**src/logic/launcher_pkg.sv**
```systemverilog
`default_nettype none

package launcher_pkg;

	//////////////////////////////
	// ADC word format
	//////////////////////////////
	localparam int ADC_BITS = 12;

	// Biased word from the ADC, offset binary with inverted magnitude
	typedef union packed {
		logic [ADC_BITS-1:0] raw;        // Word as held
		struct packed {
			logic                neg;    // Set when below zero
			logic [ADC_BITS-2:0] mag_n;  // Inverted magnitude
		} field;
	} adc_word_t;

	// Magnitude, negative values clip to zero
	function automatic logic [ADC_BITS-2:0] adc_mag(input adc_word_t w);
		return w.field.neg ? '0 : ~w.field.mag_n;
	endfunction

	//////////////////////////////
	// ADC frame, 3 MHz at 48 MHz clock
	//////////////////////////////
	localparam int ADC_FRAME_CYCLES = 16;
	localparam int ADC_DIV_BITS     = $clog2(ADC_FRAME_CYCLES);
	localparam logic [ADC_DIV_BITS-1:0] ADC_FRAME_LAST = ADC_DIV_BITS'(ADC_FRAME_CYCLES - 1);
	localparam int ADC_HOLD_TAP     = 13;  // cs delay tap high in cycle 14
	localparam int ADC_STROBE_TAP   = 14;  // cs delay tap high in cycle 15
	localparam logic [ADC_BITS-1:0] ADC_BIAS_I = 12'd5;   // Current channel offset
	localparam logic [ADC_BITS-1:0] ADC_BIAS_V = 12'd5;   // Cap voltage channel offset

	//////////////////////////////
	// Current regulator
	//////////////////////////////
	localparam int PULSE_CNT_BITS = 10;
	localparam logic [PULSE_CNT_BITS-1:0] PULSE_MIN_ON  = 10'd32;   // 0.67 us
	localparam logic [PULSE_CNT_BITS-1:0] PULSE_MAX_ON  = 10'd768;  // 16 us
	localparam logic [PULSE_CNT_BITS-1:0] PULSE_MIN_OFF = 10'd192;  // 4 us

	// 205 DN per amp, +/- 20 DN window
	localparam logic [ADC_BITS-2:0] I_HI_LOW_SET = 11'd430;  // 2 A window
	localparam logic [ADC_BITS-2:0] I_LO_LOW_SET = 11'd390;
	localparam logic [ADC_BITS-2:0] I_HI_BOOST   = 11'd840;  // 4 A window
	localparam logic [ADC_BITS-2:0] I_LO_BOOST   = 11'd800;

	//////////////////////////////
	// Arm sense, 0.2005 V per DN
	//////////////////////////////
	localparam int ARM_SENSE_BITS = 10;  // Saturating sense level width
	localparam logic [ADC_BITS-2:0] V_ARM_ON  = 11'd1496;  // 300 V
	localparam logic [ADC_BITS-2:0] V_ARM_OFF = 11'd249;   // 50 V

	// Millisecond timings, scaled by cycles per ms at the top
	localparam int DEBOUNCE_PRESS_MS     = 5;
	localparam int DEBOUNCE_PULSE_END_MS = 25;
	localparam int DEBOUNCE_RELEASE_MS   = 100;
	localparam int BOOST_START_MS        = 11;
	localparam int BURN_END_MS           = 1333;
	localparam int BLINK_PERIOD_MS       = 700;
	localparam int BLINK_ON_MS           = 44;

	localparam int SYNC_STAGES   = 3;   // Button synchronizer depth
	localparam int FIRE_CNT_BITS = 28;  // Burn timer width

	// Debouncer states
	localparam int DB_STATE_BITS = 3;
	localparam logic [DB_STATE_BITS-1:0] DB_IDLE         = 3'd0;
	localparam logic [DB_STATE_BITS-1:0] DB_WAIT_PRESS   = 3'd1;
	localparam logic [DB_STATE_BITS-1:0] DB_PULSE        = 3'd2;
	localparam logic [DB_STATE_BITS-1:0] DB_HELD         = 3'd3;
	localparam logic [DB_STATE_BITS-1:0] DB_WAIT_RELEASE = 3'd4;

endpackage

`default_nettype wire
```
**src/logic/launcher_top.sv**
```systemverilog
`default_nettype none

// Model rocket launcher firing path
module launcher_top #(
	parameter int CYCLES_PER_MS = 48000
) (
	input  wire logic               clk,
	input  wire logic               reset,
	input  wire logic               i_fire_button,
	input  wire logic               i_lt3420_done,
	input  wire logic [1:0]         i_ad_sdata_a,
	output logic                    o_ad_cs,
	output logic                    o_ad_strobe,
	output launcher_pkg::adc_word_t o_i_out,
	output launcher_pkg::adc_word_t o_v_cap,
	output logic                    o_firing,
	output logic                    o_pwm,
	output logic                    o_dump,
	output logic                    o_lt3420_charge,
	output logic                    o_arm_led
);

	logic fire_pulse;  // Debounced press
	logic boost;       // 4 A setpoint

	//////////////////////////////
	// Sensing and control
	//////////////////////////////
	adc_receiver i_adc_receiver (
		.clk          (clk),
		.reset        (reset),
		.i_ad_sdata_a (i_ad_sdata_a),
		.o_ad_cs      (o_ad_cs),
		.o_ad_strobe  (o_ad_strobe),
		.o_i_out      (o_i_out),
		.o_v_cap      (o_v_cap)
	);

	fire_debounce #(.CYCLES_PER_MS(CYCLES_PER_MS)) i_fire_debounce (
		.clk           (clk),
		.reset         (reset),
		.i_fire_button (i_fire_button),
		.o_fire_pulse  (fire_pulse)
	);

	fire_sequencer #(.CYCLES_PER_MS(CYCLES_PER_MS)) i_fire_sequencer (
		.clk          (clk),
		.reset        (reset),
		.i_fire_pulse (fire_pulse),
		.o_firing     (o_firing),
		.o_boost      (boost),
		.o_dump       (o_dump)
	);

	pwm_current_regulator i_pwm_current_regulator (
		.clk      (clk),
		.reset    (reset),
		.i_firing (o_firing),
		.i_boost  (boost),
		.i_i_out  (o_i_out),
		.o_pwm    (o_pwm)
	);

	charge_arm_control #(.CYCLES_PER_MS(CYCLES_PER_MS)) i_charge_arm_control (
		.clk             (clk),
		.reset           (reset),
		.i_lt3420_done   (i_lt3420_done),
		.i_ad_strobe     (o_ad_strobe),
		.i_v_cap         (o_v_cap),
		.o_lt3420_charge (o_lt3420_charge),
		.o_arm_led       (o_arm_led)
	);

endmodule

`default_nettype wire

```
**src/logic/charge_arm_control.sv**
```systemverilog
`default_nettype none

// Power-on charger enable and arm LED
module charge_arm_control #(
	parameter int CYCLES_PER_MS = 48000
) (
	input  wire logic                    clk,
	input  wire logic                    reset,
	input  wire logic                    i_lt3420_done,
	input  wire logic                    i_ad_strobe,
	input  wire launcher_pkg::adc_word_t i_v_cap,
	output logic                         o_lt3420_charge,
	output logic                         o_arm_led
);

	localparam int MAG_W        = launcher_pkg::ADC_BITS - 1;
	localparam int SENSE_W      = launcher_pkg::ARM_SENSE_BITS;
	localparam int BLINK_CYC    = launcher_pkg::BLINK_PERIOD_MS * CYCLES_PER_MS;
	localparam int BLINK_W      = $clog2(BLINK_CYC);
	localparam logic [BLINK_W-1:0] BLINK_LAST = BLINK_W'(BLINK_CYC - 1);
	localparam logic [BLINK_W-1:0] BLINK_ON   = BLINK_W'(launcher_pkg::BLINK_ON_MS * CYCLES_PER_MS);

	logic [MAG_W-1:0]   v_mag;      // Cap voltage, DN
	logic [SENSE_W-1:0] v_level;    // Saturated sense level
	logic               armed;
	logic [BLINK_W-1:0] blink_cnt;  // Phase in blink period
	logic               blink;

	assign v_mag   = launcher_pkg::adc_mag(i_v_cap);
	assign v_level = (|v_mag[MAG_W-1:SENSE_W]) ? '1 : v_mag[SENSE_W-1:0];  // Tops out at 1023 DN
	assign blink   = (blink_cnt < BLINK_ON);

	always_ff @(posedge clk) begin
		if (reset) begin
			o_lt3420_charge <= 1'b1;                // Charge from power on
			armed           <= 1'b0;
			blink_cnt       <= '0;
		end else begin
			if (o_lt3420_charge && i_lt3420_done) begin
				o_lt3420_charge <= 1'b0;            // Charger done, stays off
			end

			// 300 V on, 50 V off hysteresis, sampled on strobe
			if (i_ad_strobe) begin
				if (MAG_W'(v_level) > launcher_pkg::V_ARM_ON) begin
					armed <= 1'b1;
				end else if (MAG_W'(v_level) < launcher_pkg::V_ARM_OFF) begin
					armed <= 1'b0;
				end
			end

			blink_cnt <= (blink_cnt == BLINK_LAST) ? '0 : blink_cnt + 1'b1;
		end
	end

	assign o_arm_led = armed | (o_lt3420_charge & blink);  // Blink while charging

endmodule

`default_nettype wire

```
**src/logic/pwm_current_regulator.sv**
```systemverilog
`default_nettype none

// Hysteretic current limited PWM for the buck output
module pwm_current_regulator (
	input  wire logic                    clk,
	input  wire logic                    reset,
	input  wire logic                    i_firing,
	input  wire logic                    i_boost,
	input  wire launcher_pkg::adc_word_t i_i_out,
	output logic                         o_pwm
);

	localparam int PT_W = launcher_pkg::PULSE_CNT_BITS;

	logic [launcher_pkg::ADC_BITS-2:0] i_mag;       // Output current, DN
	logic [launcher_pkg::ADC_BITS-2:0] thresh_hi;   // Pulse end level
	logic [launcher_pkg::ADC_BITS-2:0] thresh_lo;   // Pulse start level
	logic [PT_W-1:0]                   pulse_time;  // On or off time so far

	// Negative readings count as zero current
	assign i_mag = launcher_pkg::adc_mag(i_i_out);

	//////////////////////////////
	// Setpoint window
	//////////////////////////////
	always_ff @(posedge clk) begin
		thresh_hi <= i_boost ? launcher_pkg::I_HI_BOOST : launcher_pkg::I_HI_LOW_SET;
		thresh_lo <= i_boost ? launcher_pkg::I_LO_BOOST : launcher_pkg::I_LO_LOW_SET;
	end

	//////////////////////////////
	// Pulse generator
	//////////////////////////////
	always_ff @(posedge clk) begin
		if (reset) begin
			o_pwm      <= 1'b0;
			pulse_time <= '0;
		end else if (o_pwm) begin
			// Running pulse always completes, even after firing ends
			if (pulse_time < launcher_pkg::PULSE_MIN_ON) begin
				pulse_time <= pulse_time + 1'b1;    // Minimum on time
			end else if (pulse_time >= launcher_pkg::PULSE_MAX_ON ||
			             i_mag > thresh_hi) begin
				o_pwm      <= 1'b0;                 // Time or current limit
				pulse_time <= '0;
			end else begin
				pulse_time <= pulse_time + 1'b1;
			end
		end else if (i_firing) begin
			if (pulse_time < launcher_pkg::PULSE_MIN_OFF) begin
				pulse_time <= pulse_time + 1'b1;    // Minimum off time
			end else if (i_mag < thresh_lo) begin
				o_pwm      <= 1'b1;                 // Current fell below window
				pulse_time <= PT_W'(1);
			end
			// Otherwise hold at min off until current drops
		end else begin
			pulse_time <= '0;                       // Idle, no new pulses
		end
	end

endmodule

`default_nettype wire

```
**src/logic/fire_sequencer.sv**
```systemverilog
`default_nettype none

// Burn timer, one burn per reset
module fire_sequencer #(
	parameter int CYCLES_PER_MS = 48000
) (
	input  wire logic clk,
	input  wire logic reset,
	input  wire logic i_fire_pulse,
	output logic      o_firing,
	output logic      o_boost,
	output logic      o_dump
);

	localparam int CNT_W = launcher_pkg::FIRE_CNT_BITS;
	localparam logic [CNT_W-1:0] START_CNT = CNT_W'(1);
	localparam logic [CNT_W-1:0] BOOST_CNT = CNT_W'(launcher_pkg::BOOST_START_MS * CYCLES_PER_MS);
	localparam logic [CNT_W-1:0] END_CNT   = CNT_W'(launcher_pkg::BURN_END_MS * CYCLES_PER_MS);

	logic [CNT_W-1:0] fire_cnt;  // Cycles since commit
	logic             at_end;

	assign at_end = (fire_cnt == END_CNT);

	//////////////////////////////
	// Burn timing
	//////////////////////////////
	always_ff @(posedge clk) begin
		if (reset) begin
			fire_cnt <= '0;
			o_firing <= 1'b0;
			o_boost  <= 1'b0;
			o_dump   <= 1'b0;
		end else begin
			// Committed on first pulse, stops at end of burn
			if ((fire_cnt != '0 || i_fire_pulse) && !at_end) begin
				fire_cnt <= fire_cnt + 1'b1;
			end

			if (fire_cnt == START_CNT) begin
				o_firing <= 1'b1;           // Two cycles after pulse
			end else if (at_end) begin
				o_firing <= 1'b0;
			end

			// 2 A to 4 A setpoint step
			if (fire_cnt == BOOST_CNT) begin
				o_boost <= 1'b1;
			end else if (at_end) begin
				o_boost <= 1'b0;
			end

			if (at_end) begin
				o_dump <= 1'b1;             // Latched until reset
			end
		end
	end

endmodule

`default_nettype wire

```
**src/logic/fire_debounce.sv**
```systemverilog
`default_nettype none

// Fire button debouncer, one fixed pulse per press
module fire_debounce #(
	parameter int CYCLES_PER_MS = 48000
) (
	input  wire logic clk,
	input  wire logic reset,
	input  wire logic i_fire_button,
	output logic      o_fire_pulse
);

	localparam int PRESS_CYC   = launcher_pkg::DEBOUNCE_PRESS_MS * CYCLES_PER_MS;
	localparam int PULSE_CYC   = launcher_pkg::DEBOUNCE_PULSE_END_MS * CYCLES_PER_MS;
	localparam int RELEASE_CYC = launcher_pkg::DEBOUNCE_RELEASE_MS * CYCLES_PER_MS;
	localparam int PRESS_W     = $clog2(PULSE_CYC + 1);
	localparam int RELEASE_W   = $clog2(RELEASE_CYC + 1);

	logic [launcher_pkg::SYNC_STAGES-1:0]   sync;         // Button synchronizer
	logic                                   button_s;
	logic [launcher_pkg::DB_STATE_BITS-1:0] state;
	logic [PRESS_W-1:0]                     press_cnt;    // Time since press start
	logic [RELEASE_W-1:0]                   release_cnt;  // Time low while waiting

	assign button_s = sync[launcher_pkg::SYNC_STAGES-1];

	always_ff @(posedge clk) begin
		if (reset) begin
			sync <= '0;
		end else begin
			sync <= {sync[launcher_pkg::SYNC_STAGES-2:0], i_fire_button};
		end
	end

	//////////////////////////////
	// Press state machine
	//////////////////////////////
	always_ff @(posedge clk) begin
		if (reset) begin
			state <= launcher_pkg::DB_IDLE;
		end else begin
			case (state)
				launcher_pkg::DB_IDLE:
					if (button_s) state <= launcher_pkg::DB_WAIT_PRESS;
				launcher_pkg::DB_WAIT_PRESS:
					if (!button_s)                              state <= launcher_pkg::DB_IDLE;  // Too short
					else if (press_cnt == PRESS_W'(PRESS_CYC))  state <= launcher_pkg::DB_PULSE;
				launcher_pkg::DB_PULSE:
					if (press_cnt == PRESS_W'(PULSE_CYC))       state <= launcher_pkg::DB_HELD;
				launcher_pkg::DB_HELD:
					if (!button_s)                              state <= launcher_pkg::DB_WAIT_RELEASE;
				launcher_pkg::DB_WAIT_RELEASE:
					if (button_s)                               state <= launcher_pkg::DB_HELD;  // Bounce
					else if (release_cnt == RELEASE_W'(RELEASE_CYC)) state <= launcher_pkg::DB_IDLE;
				default:
					state <= launcher_pkg::DB_IDLE;
			endcase
		end
	end

	// Counters
	always_ff @(posedge clk) begin
		if (reset) begin
			press_cnt   <= '0;
			release_cnt <= '0;
		end else begin
			press_cnt   <= (state == launcher_pkg::DB_WAIT_PRESS ||
			                state == launcher_pkg::DB_PULSE) ? press_cnt + 1'b1 : '0;
			release_cnt <= (state == launcher_pkg::DB_WAIT_RELEASE) ? release_cnt + 1'b1 : '0;
		end
	end

	assign o_fire_pulse = (state == launcher_pkg::DB_PULSE);  // 20 ms pulse

endmodule

`default_nettype wire

```
**src/logic/adc_receiver.sv**
```systemverilog
`default_nettype none

// Two channel serial ADC receiver, one conversion per 16 clocks
module adc_receiver (
	input  wire logic                   clk,
	input  wire logic                   reset,
	input  wire logic [1:0]             i_ad_sdata_a,  // [0] current, [1] cap voltage
	output logic                        o_ad_cs,
	output logic                        o_ad_strobe,
	output launcher_pkg::adc_word_t     o_i_out,
	output launcher_pkg::adc_word_t     o_v_cap
);

	logic [launcher_pkg::ADC_DIV_BITS-1:0]  frame_cnt;  // Frame divider
	logic [launcher_pkg::ADC_STROBE_TAP:0]  cs_dly;     // cs_dly[k] high in cycle k+1
	logic [launcher_pkg::ADC_BITS-1:0]      load;       // One-hot bit position
	logic [launcher_pkg::ADC_BITS-1:0]      load_i;     // Current word being shifted in
	logic [launcher_pkg::ADC_BITS-1:0]      load_v;     // Voltage word being shifted in

	//////////////////////////////
	// Frame timing
	//////////////////////////////
	always_ff @(posedge clk) begin
		if (reset) begin
			frame_cnt <= '0;
			o_ad_cs   <= 1'b0;
			cs_dly    <= '0;
			load      <= '0;
		end else begin
			frame_cnt <= (frame_cnt == launcher_pkg::ADC_FRAME_LAST) ? '0 : frame_cnt + 1'b1;
			o_ad_cs   <= (frame_cnt == launcher_pkg::ADC_FRAME_LAST);  // Cycle 0 of frame
			// Chip select shift chain drives the rest of the frame
			cs_dly    <= {cs_dly[launcher_pkg::ADC_STROBE_TAP-1:0], o_ad_cs};
			// MSB position in cycle 2, LSB in cycle 13
			load      <= {cs_dly[0], load[launcher_pkg::ADC_BITS-1:1]};
		end
	end

	// Serial capture, MSB first
	always_ff @(posedge clk) begin
		for (int ii = 0; ii < launcher_pkg::ADC_BITS; ii++) begin
			if (load[ii]) begin
				load_i[ii] <= i_ad_sdata_a[0];
				load_v[ii] <= i_ad_sdata_a[1];
			end
		end
	end

	//////////////////////////////
	// Hold registers
	//////////////////////////////
	always_ff @(posedge clk) begin
		if (reset) begin
			o_i_out <= '0;
			o_v_cap <= '0;
		end else if (cs_dly[launcher_pkg::ADC_HOLD_TAP]) begin  // End of cycle 14
			o_i_out.raw <= load_i + launcher_pkg::ADC_BIAS_I;
			o_v_cap.raw <= load_v + launcher_pkg::ADC_BIAS_V;
		end
	end

	// New words valid in cycle 15
	assign o_ad_strobe = cs_dly[launcher_pkg::ADC_STROBE_TAP];

endmodule

`default_nettype wire

```
**config.mk**
```make
export PLATFORM = sky130hd
export DESIGN_NAME = launcher_top
export DESIGN_NICKNAME = d
export VERILOG_FILES = /design/src/logic/launcher_pkg.sv /design/src/logic/launcher_top.sv /design/src/logic/charge_arm_control.sv /design/src/logic/pwm_current_regulator.sv /design/src/logic/fire_sequencer.sv /design/src/logic/fire_debounce.sv /design/src/logic/adc_receiver.sv
export SDC_FILE = /design/constraint.sdc
export NUM_CORES = 1
export LEC_CHECK = 0
export ABC_AREA = 1
export BUFFER_PORTS_ARGS = -buffer_cell sky130_fd_sc_hd__clkbuf_2
export CAP_MARGIN = 20
export CORE_MARGIN = 3
export CORE_UTILIZATION = 45
export DETAILED_ROUTE_END_ITERATION = 10
export GPL_TIMING_DRIVEN = 1
export PLACE_DENSITY = 0.71
export SLEW_MARGIN = 15
export SYNTH_ARGS = -nofsm -noshare
export SYNTH_HDL_FRONTEND = slang
export SYNTH_SLANG_ARGS = --single-unit
export TNS_END_PERCENT = 1
```
**constraint.sdc**
```tcl
create_clock -name clk -period 2.2 [get_ports clk]
set_input_delay 0.22 -clock clk [delete_from_list [all_inputs] [get_ports clk]]
set_output_delay 0.22 -clock clk [all_outputs]
set_load 0.02 [all_outputs]
```
==> flow_summary.json <==
{
  "grt_max_degree": 49,
  "p_leak_nw": 3.94,
  "finalWorstPathRequiredPeriod_ps": 2020,
  "skew_ps": 11.4,
  "irDropWorstVdd_mv": 0.580,
  "vias": 7434,
  "critPathMaxFanout": 4,
  "cts_tree": "done",
  "grt.total_usage": 0.170,
  "layout.cells.most_common": "nand2_1",
  "clockBufferDepth": 2,
  "io_pins": 37,
  "via_per_inst": 4.96,
  "power_frac_comb": 0.067,
  "syn_to_final_growth_pct": 13.1,
  "first_pass_iters": 6,
  "antenna_found_initial": 0,
  "clock.fmax_mhz": 496,
  "drt-initial-drc-count": 380,
  "drc": 0,
  "gp_congestion": 0.838,
  "fp.dieH_um": 147,
  "die-area_um2": 21500,
  "maxSlewViolCount": 0,
  "synth-seq-cells": 189,
  "grt_pass1_wl_um": 31200,
  "cts-root-buf": "clkbuf_16",
  "dpl.hpwl_um": 12800,
  "cap_violations": 0,
  "outcome": "completed",
  "setup_viol": 0,
  "critPathLaunchType": "flop",
  "power_frac_clock": 0.437,
  "p_int_mw": 5.51,
  "synth_edf_count": 24,
  "fill_cells": 1841,
  "clock_sink_count": 189,
  "path_clk_slew_ps": 70,
  "p_sw_frac": 0.246,
  "synthFlopType": "dfxtp_1",
  "regArea_um2": 4030,
  "fp-row-count": 50,
  "async_reset_ff_frac": 0,
  "fin_hold_ws_ps": 121,
  "final_nets": 1248,
  "synth_cells": 1180,
  "cts_max_level": 4,
  "dp.cells": 1463,
  "seq_area_frac_synth": 0.452,
  "synth_warnings": 0,
  "portBuffers": 36,
  "p_sw_mw": 1.80,
  "worst_pin_slew_ps": 656,
  "dieWidth_um": 147,
  "overflow": 0,
  "synth_cell_type_count": 50,
  "wl_per_cell_um": 11.9,
  "p_per_area_nw_per_um2": 725,
  "path_class": "flop to flop",
  "power_mw": 7.31,
  "layout_common_cells": "nand2_1 (178), inv_1 (176), nor2_1 (172), dfxtp_1 (164), a21oi_1 (76)",
  "drive_above_1_share": 0.108,
  "grt_pass1_vias": 6985,
  "avgSynthCellArea_um2": 7.55,
  "pwr-share-seq": 0.496,
  "min_path_type": "input port to flop",
  "drt-total-wl_um": 17800,
  "pre_cts_ws_ps": 165,
  "multi_input_area_um2": 4100,
  "finalHoldViolCount": 0,
  "core_um2": 19100,
  "critPathArrivalTime_ps": 2340,
  "initial_core_util": 0.467,
  "cts_buffers": 17,
  "ant_nets": 0,
  "period_share": 0.917,
  "clk_latency_ps": 430,
  "endpoint_kind": "flop",
  "synth_nets": 1202,
  "finalNonFillerCells": 1499,
  "final_util": 0.528,
  "max-slew-margin-rel": 0.559,
  "fin_ws_ps": 182,
  "netlist_area_um2": 8910,
  "required_ps": 2520,
  "antennaDiodeCount": 0
}
-- synth_stat cells (all sizes together) (3+ instances only) --
master	number	area, um2
ha	16	200
xor2	23	201
o21ai	67	339
xnor2	12	105
nand4	35	264
buf	13	63.8
edfxtp	24	721
inv	183	687
a211oi	7	52.6
nor4	25	193
clkinv	3	11.3
a21oi	76	380
o21a	3	22.5
nand3	68	355
nor2	185	747
nor3b	9	72.6
dfxtp	165	3300
nor3	43	245
or2	10	62.6
clkbuf	10	37.5
nand2	186	718
-- final timing paths --
| check | from | to | slack [ps] | depth (start not counted) |
|---|---|---|---|---|
| worst max-delay path | i_fire_debounce.release_cnt[0]$_SDFF_PP0_ | i_fire_debounce.release_cnt[20]$_SDFF_PP0_ | 180 | 10 |
| worst min register to register | i_fire_sequencer.o_boost$_SDFFE_PP0P_ | i_pwm_current_regulator.thresh_hi[6]$_DFF_P_ | 390 | 0 |
| worst min-delay path | reset | i_fire_debounce.state[0]$_SDFFE_PP0P_ | 120 | 2 |
| worst max register to register | i_fire_debounce.release_cnt[0]$_SDFF_PP0_ | i_fire_debounce.release_cnt[20]$_SDFF_PP0_ | 180 | 10 |
-- logic make-up after synthesis --
| kind of cell | after synthesis | synth area share |
|---|---|---|
| and+or+nand+nor | 568 | 0.303 |
| buffers and inverters | 209 | 0.0898 |
| adders and majority gates | 16 | 0.0225 |
| xor gates and xnor gates | 35 | 0.0344 |
| AOI/OAI and AO/OA | 163 | 0.0982 |
| DFF | 189 | 0.452 |
-- metal layers --
| layer | vias to the layer above | GRT usage | wire [um] |
|---|---|---|---|
| met1 | 3380 | 0.228 | 8850 |
| met5 | - | 0 | 0 |
| met2 | 90 | 0.278 | 8260 |
| li1 | 3949 | - | - |
| met3 | 15 | 0.0389 | 523 |
| met4 | 0 | 0.0405 | 181 |
-- sequential cells by signal, summed over array words and instances, names as in the netlist, 4 cells and up --
register,cells
i_fire_debounce.release_cnt,23
i_adc_receiver.o_v_cap,12
i_adc_receiver.cs_dly,4
i_adc_receiver.o_i_out,12
i_fire_debounce.press_cnt,21
i_charge_arm_control.blink_cnt,26
i_pwm_current_regulator.pulse_time,10
i_adc_receiver.load_i,12
i_adc_receiver.load,11
i_fire_sequencer.fire_cnt,28
i_adc_receiver.frame_cnt,4
i_adc_receiver.load_v,12
-- metrics by stage --
stage / cell area (um2) / setup TNS [ps]
6_report: 10100 / 0
5_1_grt: 10100 / -9.84
4_1_cts: 10000 / 0
3_5_place_dp: 9400 / 0
3_3_place_gp: 9400 / 0
2_1_floorplan: 8910 / 0
-- power by group through the flow --
| stage | Sequential, mW | Combinational, mW | Clock (mW) |
|---|---|---|---|
| floorplan | 3.69 | 0.361 | 0 |
| global placement | 3.70 | 0.479 | 0 |
| detailed placement | 3.70 | 0.487 | 0 |
| CTS | 3.62 | 0.493 | 3.27 |
| global route | 3.63 | 0.574 | 3.43 |
| finish | 3.62 | 0.491 | 3.19 |
-- area by class of cell --
cell class              instances  share of cell area
multi-input cells             782               0.407
flip-flops and latches        189               0.400
inverters                     186              0.0693
clock buffers                  19              0.0450
well taps                     260              0.0323
repair buffers                 50              0.0301
clock inverters                13              0.0168
-- worst max-delay path: stages (launching register included) --
cell     delay, ps
dfxtp_1        350
ha_1           180
nand3_1        130
nor2_2         130
nand4_1        170
nor3_2         300
nand2_1        170
nor2_4         150
nand2_1        100
o21ai_1        160
a21oi_1         60
-- repair_timing --
| item | CTS | global route |
|---|---|---|
| resized for setup | 0 | 5 |
| hold endpoints to repair | 2 | 0 |
| setup endpoints to repair | 0 | 10 |
| setup buffers | 0 | 2 |
| hold buffers | 2 | 0 |
Note: power is estimated with default switching activity, not from simulation.
